`src/pattern_pkg.sv`:
```
package pattern_pkg;

  ////////////////////////////////////////////////////////////////////////////
  // Sizes
  ////////////////////////////////////////////////////////////////////////////

  localparam int SAMPLE_WIDTH  = 12;
  localparam int BATCH_SAMPLES = 4;
  localparam int FULL_SCALE    = 2047;                 // Largest positive code.
  localparam int ACC_WIDTH     = SAMPLE_WIDTH + 2;     // Ramp start with headroom.
  localparam int HP_WIDTH      = 16;
  localparam int ARG_WIDTH     = 16;
  localparam int LFSR_WIDTH    = 15;

  localparam logic [LFSR_WIDTH-1:0] PRBS_SEED = 15'h7fff;

  ////////////////////////////////////////////////////////////////////////////
  // Enums
  ////////////////////////////////////////////////////////////////////////////

  typedef enum logic [1:0] {
    WAVE_TRI    = 2'd0,
    WAVE_SQUARE = 2'd1,
    WAVE_PRBS   = 2'd2
  } wave_t;

  typedef enum logic [2:0] {
    OP_NOP         = 3'd0,
    OP_SELECT      = 3'd1,
    OP_START       = 3'd2,
    OP_STOP        = 3'd3,
    OP_HALF_PERIOD = 3'd4
  } cmd_op_t;

  ////////////////////////////////////////////////////////////////////////////
  // Structs
  ////////////////////////////////////////////////////////////////////////////

  typedef logic [SAMPLE_WIDTH-1:0] sample_t;

  typedef struct packed {
    cmd_op_t              op;
    logic [ARG_WIDTH-1:0] arg;
  } cmd_t;

  // Index 0 is the first sample in time.
  typedef logic [BATCH_SAMPLES-1:0][SAMPLE_WIDTH-1:0] batch_t;

endpackage

```
`src/bus_arbiter.sv`:
```
`timescale 1ns/1ns

module bus_arbiter import pattern_pkg::*; (
  input  logic   clk,
  input  logic   rst,
  input  logic   run,
  input  wave_t  req_wave,
  input  batch_t tri_batch,
  input  batch_t sq_batch,
  input  batch_t prbs_batch,
  input  logic   tri_boundary,
  input  logic   sq_boundary,
  input  logic   prbs_boundary,
  output logic   tri_en,
  output logic   sq_en,
  output logic   prbs_en,
  output batch_t batch_out,
  output logic   batch_valid,
  output wave_t  active_wave
);

  wave_t  grant;
  wave_t  src_wave;      // Generator that stepped on the last edge.
  logic   src_valid;
  logic   grant_boundary;
  batch_t src_batch;

  assign tri_en  = run && (grant == WAVE_TRI);
  assign sq_en   = run && (grant == WAVE_SQUARE);
  assign prbs_en = run && (grant == WAVE_PRBS);

  always_comb begin
    case (grant)
      WAVE_SQUARE: grant_boundary = sq_boundary;
      WAVE_PRBS:   grant_boundary = prbs_boundary;
      default:     grant_boundary = tri_boundary;
    endcase
  end

  always_comb begin
    case (src_wave)
      WAVE_SQUARE: src_batch = sq_batch;
      WAVE_PRBS:   src_batch = prbs_batch;
      default:     src_batch = tri_batch;
    endcase
  end

  ////////////////////////////////////////////////////////////////////////////
  // Grant hand-over and output stage
  ////////////////////////////////////////////////////////////////////////////

  always_ff @(posedge clk) begin
    if (rst) begin
      grant       <= WAVE_TRI;
      src_wave    <= WAVE_TRI;
      src_valid   <= 1'b0;
      batch_valid <= 1'b0;
      active_wave <= WAVE_TRI;
    end else begin
      if (!run) begin
        grant <= req_wave;                             // Idle bus, switch at once.
      end else if ((req_wave != grant) && grant_boundary) begin
        grant <= req_wave;                             // Old wave finishes this step.
      end
      src_wave    <= grant;
      src_valid   <= run;
      batch_valid <= src_valid;
      active_wave <= src_wave;
    end
  end

  always_ff @(posedge clk) begin
    if (src_valid) begin
      batch_out <= src_batch;
    end
  end

endmodule

```
`src/cmd_decoder.sv`:
```
`timescale 1ns/1ns

module cmd_decoder import pattern_pkg::*; (
  input  logic                clk,
  input  logic                rst,
  input  logic                cmd_valid,
  input  cmd_t                cmd,
  output logic                run,
  output wave_t               req_wave,
  output logic [HP_WIDTH-1:0] half_period
);

  logic [HP_WIDTH-1:0] hp_arg;

  // A zero half-period would never end a phase.
  assign hp_arg = (cmd.arg[HP_WIDTH-1:0] == '0) ? HP_WIDTH'(1) : cmd.arg[HP_WIDTH-1:0];

  always_ff @(posedge clk) begin
    if (rst) begin
      run         <= 1'b0;
      req_wave    <= WAVE_TRI;
      half_period <= HP_WIDTH'(1);
    end else if (cmd_valid) begin
      case (cmd.op)
        OP_SELECT: begin
          case (cmd.arg[1:0])
            2'd0:    req_wave <= WAVE_TRI;
            2'd1:    req_wave <= WAVE_SQUARE;
            2'd2:    req_wave <= WAVE_PRBS;
            default: req_wave <= req_wave;       // No generator on code 3.
          endcase
        end
        OP_START: begin
          run <= 1'b1;
        end
        OP_STOP: begin
          run <= 1'b0;
        end
        OP_HALF_PERIOD: begin
          half_period <= hp_arg;
        end
        default: begin
          run <= run;                            // NOP and unknown codes.
        end
      endcase
    end
  end

endmodule

```
`src/pattern_top.sv`:
```
`timescale 1ns/1ns

module pattern_top import pattern_pkg::*; (
  input  logic   clk,
  input  logic   rst,
  input  logic   cmd_valid,
  input  cmd_t   cmd,
  output batch_t batch_out,
  output logic   batch_valid,
  output wave_t  active_wave
);

  logic                run;
  wave_t               req_wave;
  logic [HP_WIDTH-1:0] half_period;

  logic   tri_en;
  logic   sq_en;
  logic   prbs_en;
  batch_t tri_batch;
  batch_t sq_batch;
  batch_t prbs_batch;
  logic   tri_boundary;
  logic   sq_boundary;
  logic   prbs_boundary;

  cmd_decoder u_cmd_decoder (
    .clk         (clk),
    .rst         (rst),
    .cmd_valid   (cmd_valid),
    .cmd         (cmd),
    .run         (run),
    .req_wave    (req_wave),
    .half_period (half_period)
  );

  bus_arbiter u_bus_arbiter (
    .clk           (clk),
    .rst           (rst),
    .run           (run),
    .req_wave      (req_wave),
    .tri_batch     (tri_batch),
    .sq_batch      (sq_batch),
    .prbs_batch    (prbs_batch),
    .tri_boundary  (tri_boundary),
    .sq_boundary   (sq_boundary),
    .prbs_boundary (prbs_boundary),
    .tri_en        (tri_en),
    .sq_en         (sq_en),
    .prbs_en       (prbs_en),
    .batch_out     (batch_out),
    .batch_valid   (batch_valid),
    .active_wave   (active_wave)
  );

  ////////////////////////////////////////////////////////////////////////////
  // Pattern generators
  ////////////////////////////////////////////////////////////////////////////

  trig_wave_gen u_trig_wave_gen (
    .clk      (clk),
    .rst      (rst),
    .en       (tri_en),
    .batch    (tri_batch),
    .boundary (tri_boundary)
  );

  square_wave_gen u_square_wave_gen (
    .clk         (clk),
    .rst         (rst),
    .en          (sq_en),
    .half_period (half_period),
    .batch       (sq_batch),
    .boundary    (sq_boundary)
  );

  prbs_gen u_prbs_gen (
    .clk      (clk),
    .rst      (rst),
    .en       (prbs_en),
    .batch    (prbs_batch),
    .boundary (prbs_boundary)
  );

endmodule

```
`src/prbs_gen.sv`:
```
`timescale 1ns/1ns

module prbs_gen import pattern_pkg::*; (
  input  logic   clk,
  input  logic   rst,
  input  logic   en,
  output batch_t batch,
  output logic   boundary
);

  logic [LFSR_WIDTH-1:0] lfsr;
  logic [LFSR_WIDTH-1:0] step_state;
  logic [LFSR_WIDTH-1:0] nxt_lfsr;
  batch_t                nxt_batch;

  ////////////////////////////////////////////////////////////////////////////
  // Unrolled LFSR steps, x^15 + x^14 + 1
  ////////////////////////////////////////////////////////////////////////////

  always_comb begin
    step_state = lfsr;
    for (int i = 0; i < BATCH_SAMPLES; i++) begin
      step_state   = {step_state[LFSR_WIDTH-2:0],
                      step_state[LFSR_WIDTH-1] ^ step_state[LFSR_WIDTH-2]};
      nxt_batch[i] = step_state[SAMPLE_WIDTH-1:0];   // Low bits after step i+1.
    end
    nxt_lfsr = step_state;
  end

  // Every batch is a clean point to hand the bus over.
  assign boundary = en;

  always_ff @(posedge clk) begin
    if (rst) begin
      lfsr <= PRBS_SEED;
    end else if (en) begin
      lfsr <= nxt_lfsr;
    end
  end

  always_ff @(posedge clk) begin
    if (en) begin
      batch <= nxt_batch;
    end
  end

endmodule

```
`src/square_wave_gen.sv`:
```
`timescale 1ns/1ns

module square_wave_gen import pattern_pkg::*; (
  input  logic                clk,
  input  logic                rst,
  input  logic                en,
  input  logic [HP_WIDTH-1:0] half_period,
  output batch_t              batch,
  output logic                boundary
);

  logic                phase;        // High while emitting full scale.
  logic [HP_WIDTH-1:0] count;        // Batches done in this phase.
  logic [HP_WIDTH-1:0] hp_q;
  logic [HP_WIDTH-1:0] limit;
  logic                last;

  // First batch of a phase uses the live value; the rest use the copy.
  assign limit = (count == '0) ? half_period : hp_q;
  assign last  = (count == limit - HP_WIDTH'(1));

  assign boundary = !phase && last;  // Last low batch ends the period.

  always_ff @(posedge clk) begin
    if (rst) begin
      phase <= 1'b1;
      count <= '0;
      hp_q  <= HP_WIDTH'(1);
    end else if (en) begin
      if (count == '0) begin
        hp_q <= half_period;
      end
      if (last) begin
        count <= '0;
        phase <= !phase;
      end else begin
        count <= count + HP_WIDTH'(1);
      end
    end
  end

  always_ff @(posedge clk) begin
    if (en) begin
      if (phase) begin
        batch <= {BATCH_SAMPLES{sample_t'(FULL_SCALE)}};
      end else begin
        batch <= '0;
      end
    end
  end

endmodule

```
`src/trig_wave_gen.sv`:
```
`timescale 1ns/1ns

module trig_wave_gen import pattern_pkg::*; (
  input  logic   clk,
  input  logic   rst,
  input  logic   en,
  output batch_t batch,
  output logic   boundary
);

  typedef enum logic {
    RISE,
    FALL
  } tri_state_t;

  tri_state_t                  state;
  logic signed [ACC_WIDTH-1:0] start;        // First sample of the current batch.
  logic signed [ACC_WIDTH-1:0] nxt_start;
  logic                        turn;
  batch_t                      nxt_batch;
  int                          raw;
  int                          clamped;

  ////////////////////////////////////////////////////////////////////////////
  // Next batch
  ////////////////////////////////////////////////////////////////////////////

  always_comb begin
    raw     = 0;
    clamped = 0;
    for (int i = 0; i < BATCH_SAMPLES; i++) begin
      if (state == RISE) begin
        raw = int'(start) + i;
      end else begin
        raw = int'(start) - i;
      end
      if (raw > FULL_SCALE) begin
        clamped = FULL_SCALE;                // Top of the ramp.
      end else if (raw < 0) begin
        clamped = 0;                         // Bottom of the ramp.
      end else begin
        clamped = raw;
      end
      nxt_batch[i] = sample_t'(clamped);
    end
  end

  always_comb begin
    if (state == RISE) begin
      nxt_start = start + ACC_WIDTH'(BATCH_SAMPLES);
      turn      = (int'(nxt_start) > FULL_SCALE);
    end else begin
      nxt_start = start - ACC_WIDTH'(BATCH_SAMPLES);
      turn      = (nxt_start < 0);
    end
  end

  // Next batch starts rising from zero again.
  assign boundary = (state == FALL) && turn;

  ////////////////////////////////////////////////////////////////////////////
  // State
  ////////////////////////////////////////////////////////////////////////////

  always_ff @(posedge clk) begin
    if (rst) begin
      state <= RISE;
      start <= '0;
    end else if (en) begin
      if (turn) begin
        if (state == RISE) begin
          state <= FALL;
          start <= ACC_WIDTH'(FULL_SCALE);
        end else begin
          state <= RISE;
          start <= '0;
        end
      end else begin
        start <= nxt_start;
      end
    end
  end

  always_ff @(posedge clk) begin
    if (en) begin
      batch <= nxt_batch;
    end
  end

endmodule
```
`config.mk`:
```
export PLATFORM = sky130hd
export DESIGN_NAME = pattern_top
export DESIGN_NICKNAME = d
export VERILOG_FILES = /design/src/pattern_pkg.sv /design/src/bus_arbiter.sv /design/src/cmd_decoder.sv /design/src/pattern_top.sv /design/src/prbs_gen.sv /design/src/square_wave_gen.sv /design/src/trig_wave_gen.sv
export SDC_FILE = /design/constraint.sdc
export NUM_CORES = 1
export LEC_CHECK = 0
export ABC_CLOCK_PERIOD_IN_PS = 3800
export BUFFER_PORTS_ARGS = -buffer_cell sky130_fd_sc_hd__buf_2
export CAP_MARGIN = 20
export CELL_PAD_IN_SITES_DETAIL_PLACEMENT = 0
export CELL_PAD_IN_SITES_GLOBAL_PLACEMENT = 1
export CORE_MARGIN = 8
export CORE_UTILIZATION = 30
export CTS_BUF_LIST = sky130_fd_sc_hd__clkbuf_8
export DETAILED_ROUTE_END_ITERATION = 10
export HOLD_SLACK_MARGIN = 0.1
export PLACE_DENSITY_LB_ADDON = 0.1
export RECOVER_POWER = 100
export SYNTH_ARGS = -nofsm -noshare
export SYNTH_HDL_FRONTEND = slang
export SYNTH_SLANG_ARGS = --single-unit
```
`constraint.sdc`:
```
create_clock -name clk -period 3.8 [get_ports clk]
set_input_delay 0.76 -clock clk [delete_from_list [all_inputs] [get_ports clk]]
set_output_delay 0.76 -clock clk [all_outputs]
set_load 0.01 [all_outputs]
```
==> results.cfg, run 1 <==
[synthesis]
yosysWarningCount = 0
synth-compound-area-share_pct = 15.9
synth-simple-area-share_pct = 18.6
muxShareOfSynthArea_pct = 1.97
synth-main-ff-cell = edfxtp_1
synthArstFlopShare_pct = 0
synth_fa_ha_area_share_pct = 3.47
avgSynthCellArea_um2 = 9.64
netlist_instances = 1069
syn_area_mm2 = 0.0103
synth_top_family_by_area = simple AND/OR/NAND/NOR gates
ys_ff_latch = 200
synth_xor_area_share_pct = 6.45
synthDistinctLibCells = 73
synth_edf_count = 111
seq_area_frac_synth_pct = 49.6

[final_layout]
final_cell_mix = 147 x nand2_1, 111 x edfxtp_1, 105 x a21oi_1, 96 x nor2_1, 88 x dfxtp_1
diodes = 0
layout_commonest_cell = nand2_1
drive_gt1_share_pct = 10.1
fillerInstances = 3611
finalNonFillerCells = 1613
post-route-util_pct = 34.1
multi_input_area_mm2 = 0.00480
nets = 1195
layout.area.seq_mm2 = 0.00512
syn_to_final_growth_pct = 13.3

[critical_path]
worstReg2RegEnd = u_trig_wave_gen.batch[22]
cp_slowest_stage_delay_ns = 0.62
critPathCaptureType = flip-flop
critical_path.max_fanout = 11
worstSetupPathType = reg -> reg
cp_data_arrival_time_ns = 3.77
r2r_cells = 10
slowest_stage = dfxtp_1
path_buf_inv = 1
endpoint = u_trig_wave_gen.batch[22]
reg2reg_from = u_trig_wave_gen.state
cp.depth = 10
worstSetupStartpointType = flip-flop
r2r_slack_ns = 0.30
cp_top_family = compound AO/OA/AOI/OAI gates
cp_cell_sequence = ha_1, a21o_1, a21o_1, a21o_1, a211oi_1, o21ai_1, o21a_1, nor4_1, clkbuf_1, a21oi_1
required_ns = 4.07
critPathLaunch = u_trig_wave_gen.state
cp_common_cell = a21o_1

[floorplan]
die_h_um = 201
die_width_um = 201
core-area_mm2 = 0.0342
io_pins = 73
core.rowCount = 68
die-area_mm2 = 0.0405
initial_core_util_pct = 30.1

[timing]
rsz0062_at_grt = false
timing.fmax_mhz = 286
setup_violations = 0
tns_ns = 0
min_period_ns = 3.50
slew_headroom_pct = -75.1
hold_viol = 0
drv_slew = 146
holdWs_ns = 0.438
tightest_slew_ns = 2.63
period_share_pct = 92.2
fin_skew_ns = 0.0368
fin_ws_ns = 0.298

[cts]
clkLatencyLatePin_ns = 0.53
cts_tree = done
cts_setup_buffers = 0
cts-root-buf = clkbuf_8
clkSinkCount = 200
cts_buffers = 17
h-tree-depth = 4
clk_pin_slew_ns = 0.15
clockBufferDepth = 2

[min_path]
holdCritPathClass = reg -> reg

[power_and_ir_drop]
power-per-cell-area_mw_per_mm2 = 348
power_switching_mw = 1.14
peakVddDrop_mv = 0.219
p_leak_nw = 4.51
p_int_mw = 2.93
pwr-share-seq_pct = 57.1
sw_frac_of_total_pct = 28.0
power_frac_comb_pct = 4.5
p_clk_share_pct = 38.3

[global_route]
grt.overflow.total = 0
grt_pass1_wl_mm = 46.3
antenna_found_initial = 0
grt_pass1_vias = 7914
grt_max_degree = 50
globalRouteTotalUtil_pct = 14.4

[outcome]
status = complete, but fails checks
violations = capacitance limit, slew limit

[placed_design]
dp_hpwl_mm = 21.6
dp_cells = 1581
place.gp.congestion = 0.834
dpl_worst_slack_ns = 0.171
place.port_buffers = 72

[route]
drc = 0
drtAntennaViolNets = 0
wirelength_mm = 28.9
routedWlPerCell_um = 17.9
dr.pass1.iters = 5
via_count = 7900
first_iter_violations = 565
post_drt_via_cell_ratio = 4.90

[job]
drv_cap = 3
==> synthesized netlist by cell type, drive strengths merged, types with 8 or more instances <==
library cell | n | area [um^2]
a211oi | 10 | 75.1
clkbuf | 47 | 178
ha | 27 | 338
nor2b | 13 | 81.3
nand3 | 34 | 170
a21oi | 105 | 526
xnor2 | 41 | 367
xor2 | 34 | 298
nor4 | 16 | 140
nand2 | 147 | 552
a21o | 45 | 338
or4 | 8 | 63.8
nor2 | 98 | 393
inv | 26 | 97.6
mux2i | 18 | 180
dfxtp | 89 | 1780
edfxtp | 111 | 3330
buf | 18 | 129
nand2b | 9 | 56.3
nor3 | 27 | 145
nand4 | 11 | 68.8
o21ai | 35 | 186
==> per-layer routing <==
layer	track usage, %	share of wire [%]	vias up
li1	-	-	3967
met1	21.2	53	3765
met2	20.8	42	146
met3	2.89	3.8	22
met4	4.02	1.2	0
met5	0	0	-
==> final cells by class <==
| type | count | share of cell area (%) |
|---|---|---|
| inverters | 27 | 0.868 |
| multi-input cells | 780 | 41.1 |
| well taps | 455 | 4.87 |
| clock inverters | 15 | 1.95 |
| clock buffers | 17 | 2.00 |
| repair buffers | 119 | 5.37 |
| flip-flops and latches | 200 | 43.8 |
==> repair_timing <==
item / in CTS / in global routing
hold buffers: 0 / 0
setup endpoints to repair: 0 / 19
resized for setup: 0 / 7
==> metrics by stage <==
step	cell area, um^2	power, mW
after floorplan	10300	2.48
after global placement	11300	2.56
after detailed placement	11300	2.56
after CTS	11800	4.14
after global routing	11700	4.23
final	11700	4.07
==> sequential cells by signal, summed over array words and instances, names as in the netlist, 13 cells and up <==
register and cells:
u_prbs_gen.lfsr 15, u_bus_arbiter.batch_out 48, u_square_wave_gen.hp_q 16, u_prbs_gen.batch 15, u_square_wave_gen.count 16, u_trig_wave_gen.start 13
u_cmd_decoder.half_period 16, u_trig_wave_gen.batch 47
==> logic make-up (layout without fill, tap and decap cells) <==
group / Yosys count / after routing
simple gates: 395 / 395
compound gates: 258 / 258
flops: 200 / 200
buf+inv: 92 / 178
xor+xnor: 75 / 75
fa+ha+maj: 28 / 28
mux: 20 / 20
other cells: 1 / 4
==> power by group through the flow <==
stage          Sequential [mW]  Clock (mW)  Combinational [mW]
2_1_floorplan             2.37           0               0.111
3_3_place_gp              2.37           0               0.187
3_5_place_dp              2.37           0               0.187
4_1_cts                   2.32        1.63               0.187
5_1_grt                   2.33        1.70               0.206
6_report                  2.32        1.56               0.185
==> worst min path at each step <==
stage / endpoint / cells past startpoint / slack (ns) / startpoint
2_1_floorplan: u_prbs_gen.batch[10] / 0 / 0.43 / u_prbs_gen.lfsr[9]
3_3_place_gp: u_prbs_gen.batch[28] / 0 / 0.44 / u_prbs_gen.lfsr[1]
3_5_place_dp: u_prbs_gen.batch[33] / 0 / 0.44 / u_prbs_gen.lfsr[6]
4_1_cts: u_cmd_decoder.run / 2 / 0.40 / cmd[16]
5_1_grt: u_cmd_decoder.run / 2 / 0.43 / cmd[16]
6_report: u_prbs_gen.batch[28] / 0 / 0.44 / u_prbs_gen.lfsr[1]
No activity file was read; power rests on OpenSTA's default activity.
==> run 2: changes to the inputs <==
Settings changed: CELL_PAD_IN_SITES_DETAIL_PLACEMENT 0 to default, CELL_PAD_IN_SITES_GLOBAL_PLACEMENT 1 to default, PLACE_DENSITY_LB_ADDON 0.1 to default.
==> run 2 against run 1 <==
  * The run still ends with capacitance limit, slew limit left
  * Highest routed layer unchanged
  * Largest power group unchanged
  * Combinational power decreased by 3%
  * Count of clock-buffer cells in the layout up 1
  * Utilization is 0.23 points lower
  * Setup slack lost 0.024 ns
  * Clock skew decreased by 0.011 ns
  * Flip-flop and latch count stayed put
  * Routed wire length shrank 10%
==> results.cfg, run 2 (same netlist as run 1, synthesis figures left out) <==
[outcome]
status = complete, but fails checks
violations = capacitance limit, slew limit

[timing]
fin_ws_ns = 0.273
tightest_slew_ns = 2.22
timing.fmax_mhz = 284
min_period_ns = 3.53
tns_ns = 0
drv_slew = 143
period_share_pct = 92.8
setup_violations = 0
fin_skew_ns = 0.0262
hold_viol = 0
slew_headroom_pct = -48.0
rsz0062_at_grt = false

[final_layout]
top_regs = u_bus_arbiter.batch_out x48, u_trig_wave_gen.batch x47
diodes = 0
postLayoutCellArea_mm2 = 0.0116
syn_to_final_growth_pct = 12.6
drive_gt1_share_pct = 9.48
final_cell_mix = 147 x nand2_1, 111 x edfxtp_1, 105 x a21oi_1, 94 x nor2_1, 89 x dfxtp_1
nets = 1187
largest_reg_flops = 48
post-route-util_pct = 33.9
top_register = u_bus_arbiter.batch_out
layout_commonest_cell = nand2_1

[floorplan]
die_width_um = 201
core-area_mm2 = 0.0342
die_h_um = 201
core.rowCount = 68
io_pins = 73
die-area_mm2 = 0.0405
initial_core_util_pct = 30.1

[global_route]
antenna_found_initial = 0
grt_max_degree = 50
globalRouteTotalUtil_pct = 12.6
grt_pass1_vias = 7679
grt_pass1_wl_mm = 41.6
grt.overflow.total = 0

[cts]
cts_tree = done
hold_buffers = 0
h-tree-depth = 4
cts-root-buf = clkbuf_8
cts_buffers = 17
clkLatencyLatePin_ns = 0.51
clkSinkCount = 200
clockBufferDepth = 2
clk_pin_slew_ns = 0.11

[critical_path]
critical_path.max_fanout = 12
r2r_cells = 10
reg2reg_from = u_trig_wave_gen.start[4]
cp_data_arrival_time_ns = 3.93
worstSetupPathType = reg -> reg
r2r_slack_ns = 0.27
worstSetupStartpointType = flip-flop
required_ns = 4.20
critPathCaptureType = flip-flop
worstReg2RegEnd = u_trig_wave_gen.start[11]

[placed_design]
dpl_cell_area_mm2 = 0.0112
dp_hpwl_mm = 19.2
place.gp.congestion = 0.878
place.port_buffers = 72
dpl_worst_slack_ns = 0.0232

[route]
via_count = 7916
drtAntennaViolNets = 0
routedWlPerCell_um = 16.2
wirelength_mm = 26.0
first_iter_violations = 494
dr.pass1.iters = 5
route.top_layer_used = met4
dr_wl_met2_mm = 12.3
drc = 0
wl_met1_mm = 12.3
post_drt_via_cell_ratio = 4.93
wl_met3_mm = 1.02

[power_and_ir_drop]
power_frac_comb_pct = 4.5
p_leak_nw = 4.46
p_int_mw = 2.91
power_switching_mw = 1.04
p_total_mw = 3.95
p_clk_share_pct = 36.6
peakVddDrop_mv = 0.269
pwr-share-seq_pct = 58.8
power-per-cell-area_mw_per_mm2 = 340
sw_frac_of_total_pct = 26.3

[min_path]
holdCritPathClass = reg -> reg
hold_path_end = u_prbs_gen.batch[33]
holdCritStartpoint = u_prbs_gen.lfsr[6]
worstHoldPathCells = 0

[job]
drv_cap = 3
[run 2: cell types whose count changed in the layout (fill, tap and decap cells not counted), moves of 2 or more]
cell      previous run  this run
inv_12               7         1
inv_8                4         2
nor2_2               2         4
buf_4               36        27
clkinv_8             3         6
inv_6                0         3
nor2_1              96        94
[run 2: timing repair]
| action | CTS | global route |
|---|---|---|
| setup endpoints to repair | 4 | 19 |
| gates resized for setup | 1 | 7 |
| gates cloned | 0 | 0 |
| buffers inserted | 0 | 0 |
| pin swaps | 0 | 0 |
[run 2: worst max-delay path: stages (launching register included)]
cell and delay, ns:
dfxtp_1 0.33, clkbuf_1 0.24, or4_1 0.67, nor4_1 0.45, nand3_1 0.23, xnor2_1 0.23
o21ai_1 0.17, clkbuf_1 0.44, and2_1 0.41, nand3b_1 0.11, a21oi_1 0.14
[run 2: per-layer routing]
metal / GRT usage, % / up-vias
met4: 3.68 / 0
met5: 0 / -
met2: 20.7 / 163
li1: - / 3954
met1: 16.5 / 3777
met3: 2.57 / 22
[run 2: worst max path at each step]
stage,from,endpoint,slack [ns],cells after the start
4_1_cts,u_square_wave_gen.count[0],u_square_wave_gen.count[3],0.04,15
2_1_floorplan,u_square_wave_gen.count[0],u_square_wave_gen.count[14],0.01,18
3_3_place_gp,u_square_wave_gen.count[0],u_square_wave_gen.count[2],0.11,15
3_5_place_dp,u_square_wave_gen.count[0],u_square_wave_gen.count[3],0.02,15
5_1_grt,u_bus_arbiter.src_wave[0],u_bus_arbiter.batch_out[13],0.02,7
6_report,u_trig_wave_gen.start[4],u_trig_wave_gen.start[11],0.27,10
[run 2: area by class of cell]
type | count | area, um^2
fill | 3566 | 22600
sequential | 200 | 5110
multi-input combinational | 780 | 4810
tap | 455 | 569
timing repair buffer | 111 | 563
clock buffer | 18 | 248
clock inverter | 14 | 191
inverter | 27 | 101
[run 2: metrics by stage]
stage | std cells | hold WS (ns)
after floorplan | 1072 | 0.430
after global placement | 1572 | 0.441
after detailed placement | 1572 | 0.439
after CTS | 1604 | 0.452
after global routing | 1605 | 0.464
final | 1605 | 0.465
[run 2: power by group through the flow]
stage	clock [mW]	sequential [mW]	combinational (mW)
6_report	1.45	2.32	0.179
5_1_grt	1.56	2.32	0.200
4_1_cts	1.49	2.33	0.176
3_5_place_dp	0	2.37	0.175
3_3_place_gp	0	2.37	0.174
2_1_floorplan	0	2.37	0.111
==> run 3: changes to the inputs <==
Settings changed: CORE_ASPECT_RATIO from default to 0.7, SKIP_CTS_REPAIR_TIMING from default to 1, SYNTH_HIERARCHICAL from default to 1.
==> run 3 against run 2 <==
  * The run still ends with capacitance limit, slew limit left
  * Sequential power up 2%
  * Critical path depth up 7
  * Flip-flop and latch count unchanged
  * Clock power grew 5%
  * Clock skew fell by 0.0057 ns
  * Via count increased by 17%
  * Critical endpoint is now u_bus_arbiter/grant[1]
==> results.cfg, run 3 <==
[synthesis]
synthTopCellsByCount = 142 x nand2_1, 111 x edfxtp_1, 98 x buf_4, 89 x dfxtp_1, 80 x nor2_1
synth_top_area_cell = edfxtp_1
synthDistinctLibCells = 100
synth_top_area_share_pct = 28.0
syn_area_mm2 = 0.0119
synthArstFlopShare_pct = 0
avgSynthCellArea_um2 = 9.56
netlist_instances = 1245
synth.most_common_cell = nand2_1
synth_edf_count = 111
yosysWarningCount = 6
ys_ff_latch = 200
seq_area_frac_synth_pct = 43.0
synth-main-ff-cell = edfxtp_1
synth_area_leaders = edfxtp_1 28%, dfxtp_1 15%, buf_4 6.2%

[power_and_ir_drop]
p_total_mw = 4.27
p_leak_nw = 4.43
peakVddDrop_mv = 0.225
power-per-cell-area_mw_per_mm2 = 334

[critical_path]
cp_data_arrival_time_ns = 4.14
critical_path.max_fanout = 5
cp_cell_sequence = inv_2, ha_4, nor4b_4, and4_4, mux2i_4, ha_4, buf_12, xor2_4, and2_4, o22ai_2, a2111oi_2, nand4_1, or4b_4, nor2_4, nand2_2, and3_4, o211ai_1
worstSetupPathType = reg -> reg
path_buf_inv = 2
slowest_stage = or4b_4
cp_slowest_stage_delay_ns = 0.52
worstSetupStartpointType = flip-flop
critPathCaptureType = flip-flop
cp_common_cell = ha_4
required_ns = 4.23
cp_top_family = simple AND/OR/NAND/NOR gates

[cts]
h-tree-depth = 4
clockBufferDepth = 2
cts_tree = done
clkLatencyLatePin_ns = 0.50
cts-root-buf = clkbuf_8
clk_pin_slew_ns = 0.11
cts_buffers = 17
clkSinkCount = 200

[route]
dr_wl_met2_mm = 12.8
wl_met1_mm = 16.8
drtAntennaViolNets = 0
routedWlPerCell_um = 18.1
drc = 0
wl_met3_mm = 2.51
wirelength_mm = 32.4
post_drt_via_cell_ratio = 5.16
dr.pass1.iters = 5
route.top_layer_used = met5
first_iter_violations = 951
via_count = 9229

[final_layout]
top_regs = u_bus_arbiter/batch_out x48, u_trig_wave_gen/batch x47
syn_to_final_growth_pct = 7.62
largest_reg_flops = 48
fillerInstances = 4145
layout_commonest_cell = nand2_1
drive_gt1_share_pct = 14.8
diodes = 0
top_register = u_bus_arbiter/batch_out
nets = 1290
final_cell_mix = 141 x nand2_1, 111 x edfxtp_1, 86 x dfxtp_1, 79 x nor2_1, 69 x o21ai_0
postLayoutCellArea_mm2 = 0.0128

[timing]
rsz0062_at_grt = true
fin_ws_ns = 0.0941
setup_violations = 0
timing.fmax_mhz = 270
fin_skew_ns = 0.0205
drv_slew = 262
tightest_slew_ns = 2.80
hold_viol = 0
tns_ns = 0
min_period_ns = 3.71
period_share_pct = 97.5
slew_headroom_pct = -86.8

[global_route]
globalRouteTotalUtil_pct = 13.8
grt_max_degree = 97
antenna_found_initial = 1
grt_pass1_wl_mm = 50.1
grt.overflow.total = 0
grt_pass1_vias = 8524

[floorplan]
die-area_mm2 = 0.0464
die_width_um = 254
core.rowCount = 61
die_h_um = 183
initial_core_util_pct = 30.2
core-area_mm2 = 0.0394
io_pins = 73

[placed_design]
place.gp.congestion = 0.927
place.port_buffers = 72
dpl_cell_area_mm2 = 0.0123
dp_hpwl_mm = 23.0
dpl_worst_slack_ns = -0.184

[min_path]
holdCritPathClass = in -> reg

[job]
drv_cap = 5

[outcome]
status = complete, but fails checks
violations = capacitance limit, slew limit
## run 3: cell types whose count changed in the layout (fill, tap and decap cells not counted), moves of 9 or more
cell	before	now
a211o_1	1	14
a21o_1	45	2
o21ai_0	29	69
buf_4	27	46
xnor2_1	40	31
nor2_1	94	79
nand4_1	11	23
a21oi_1	105	67
a22oi_1	3	49
o41ai_1	0	18
## run 3: layout make-up
cell class              instances  area [um^2]  share of cell area [%]
inverters                      30          115                   0.899
multi-input cells             864         5740                    44.8
clock inverters                14          189                    1.48
repair buffers                127          728                    5.69
clock buffers                  18          248                    1.93
flip-flops and latches        200         5120                    40.0
well taps                     535          669                    5.23
## run 3: cells by family after synthesis
group                    Yosys count  synth area share (%)
adder cells (fa/ha/maj)           28                  3.01
buffers and inverters            187                  9.99
AO/OA/AOI/OAI                    313                  18.7
XOR/XNOR                          62                  4.80
multiplexers                      18                  1.59
AND/OR/NAND/NOR                  435                  18.9
other                              2                0.0631
flip-flops                       200                  43.0
## run 3: metrics by stage
| stage | util, % | hold WS (ns) | instances |
|---|---|---|---|
| after global placement | 31.2 | 0.436 | 1752 |
| after detailed placement | 31.2 | 0.433 | 1752 |
| after floorplan | - | 0.424 | 1251 |
| after CTS | 32.4 | 0.426 | 1784 |
| after global routing | 32.5 | 0.453 | 1788 |
| final | 32.5 | 0.472 | 1788 |
## run 3: path summary, 6_finish.rpt
check                                              end  slack, ns                  startpoint  cells past startpoint
worst max-delay path            u_bus_arbiter/grant[1]       0.09  u_square_wave_gen/count[1]                     17
worst min-delay path                 u_cmd_decoder/run       0.47                     cmd[16]                      2
worst min register to register     u_prbs_gen/batch[9]       0.48          u_prbs_gen/lfsr[8]                      0
worst max register to register  u_bus_arbiter/grant[1]       0.09  u_square_wave_gen/count[1]                     17
## run 3: power breakdown
group	leakage (nW)	internal, mW	switching, mW	total (mW)
Sequential	1.73	2.34	0.0241	2.37
Combinational	2.48	0.143	0.241	0.385
Clock	0.230	0.691	0.832	1.52
Total	4.43	3.18	1.10	4.27
## run 3: layer usage
metal / global-route usage [%] / vias to the layer above
li1: - / 4462
met1: 21.6 / 4435
met2: 18.5 / 306
met3: 3.25 / 24
met4: 2.74 / 2
met5: 0 / -
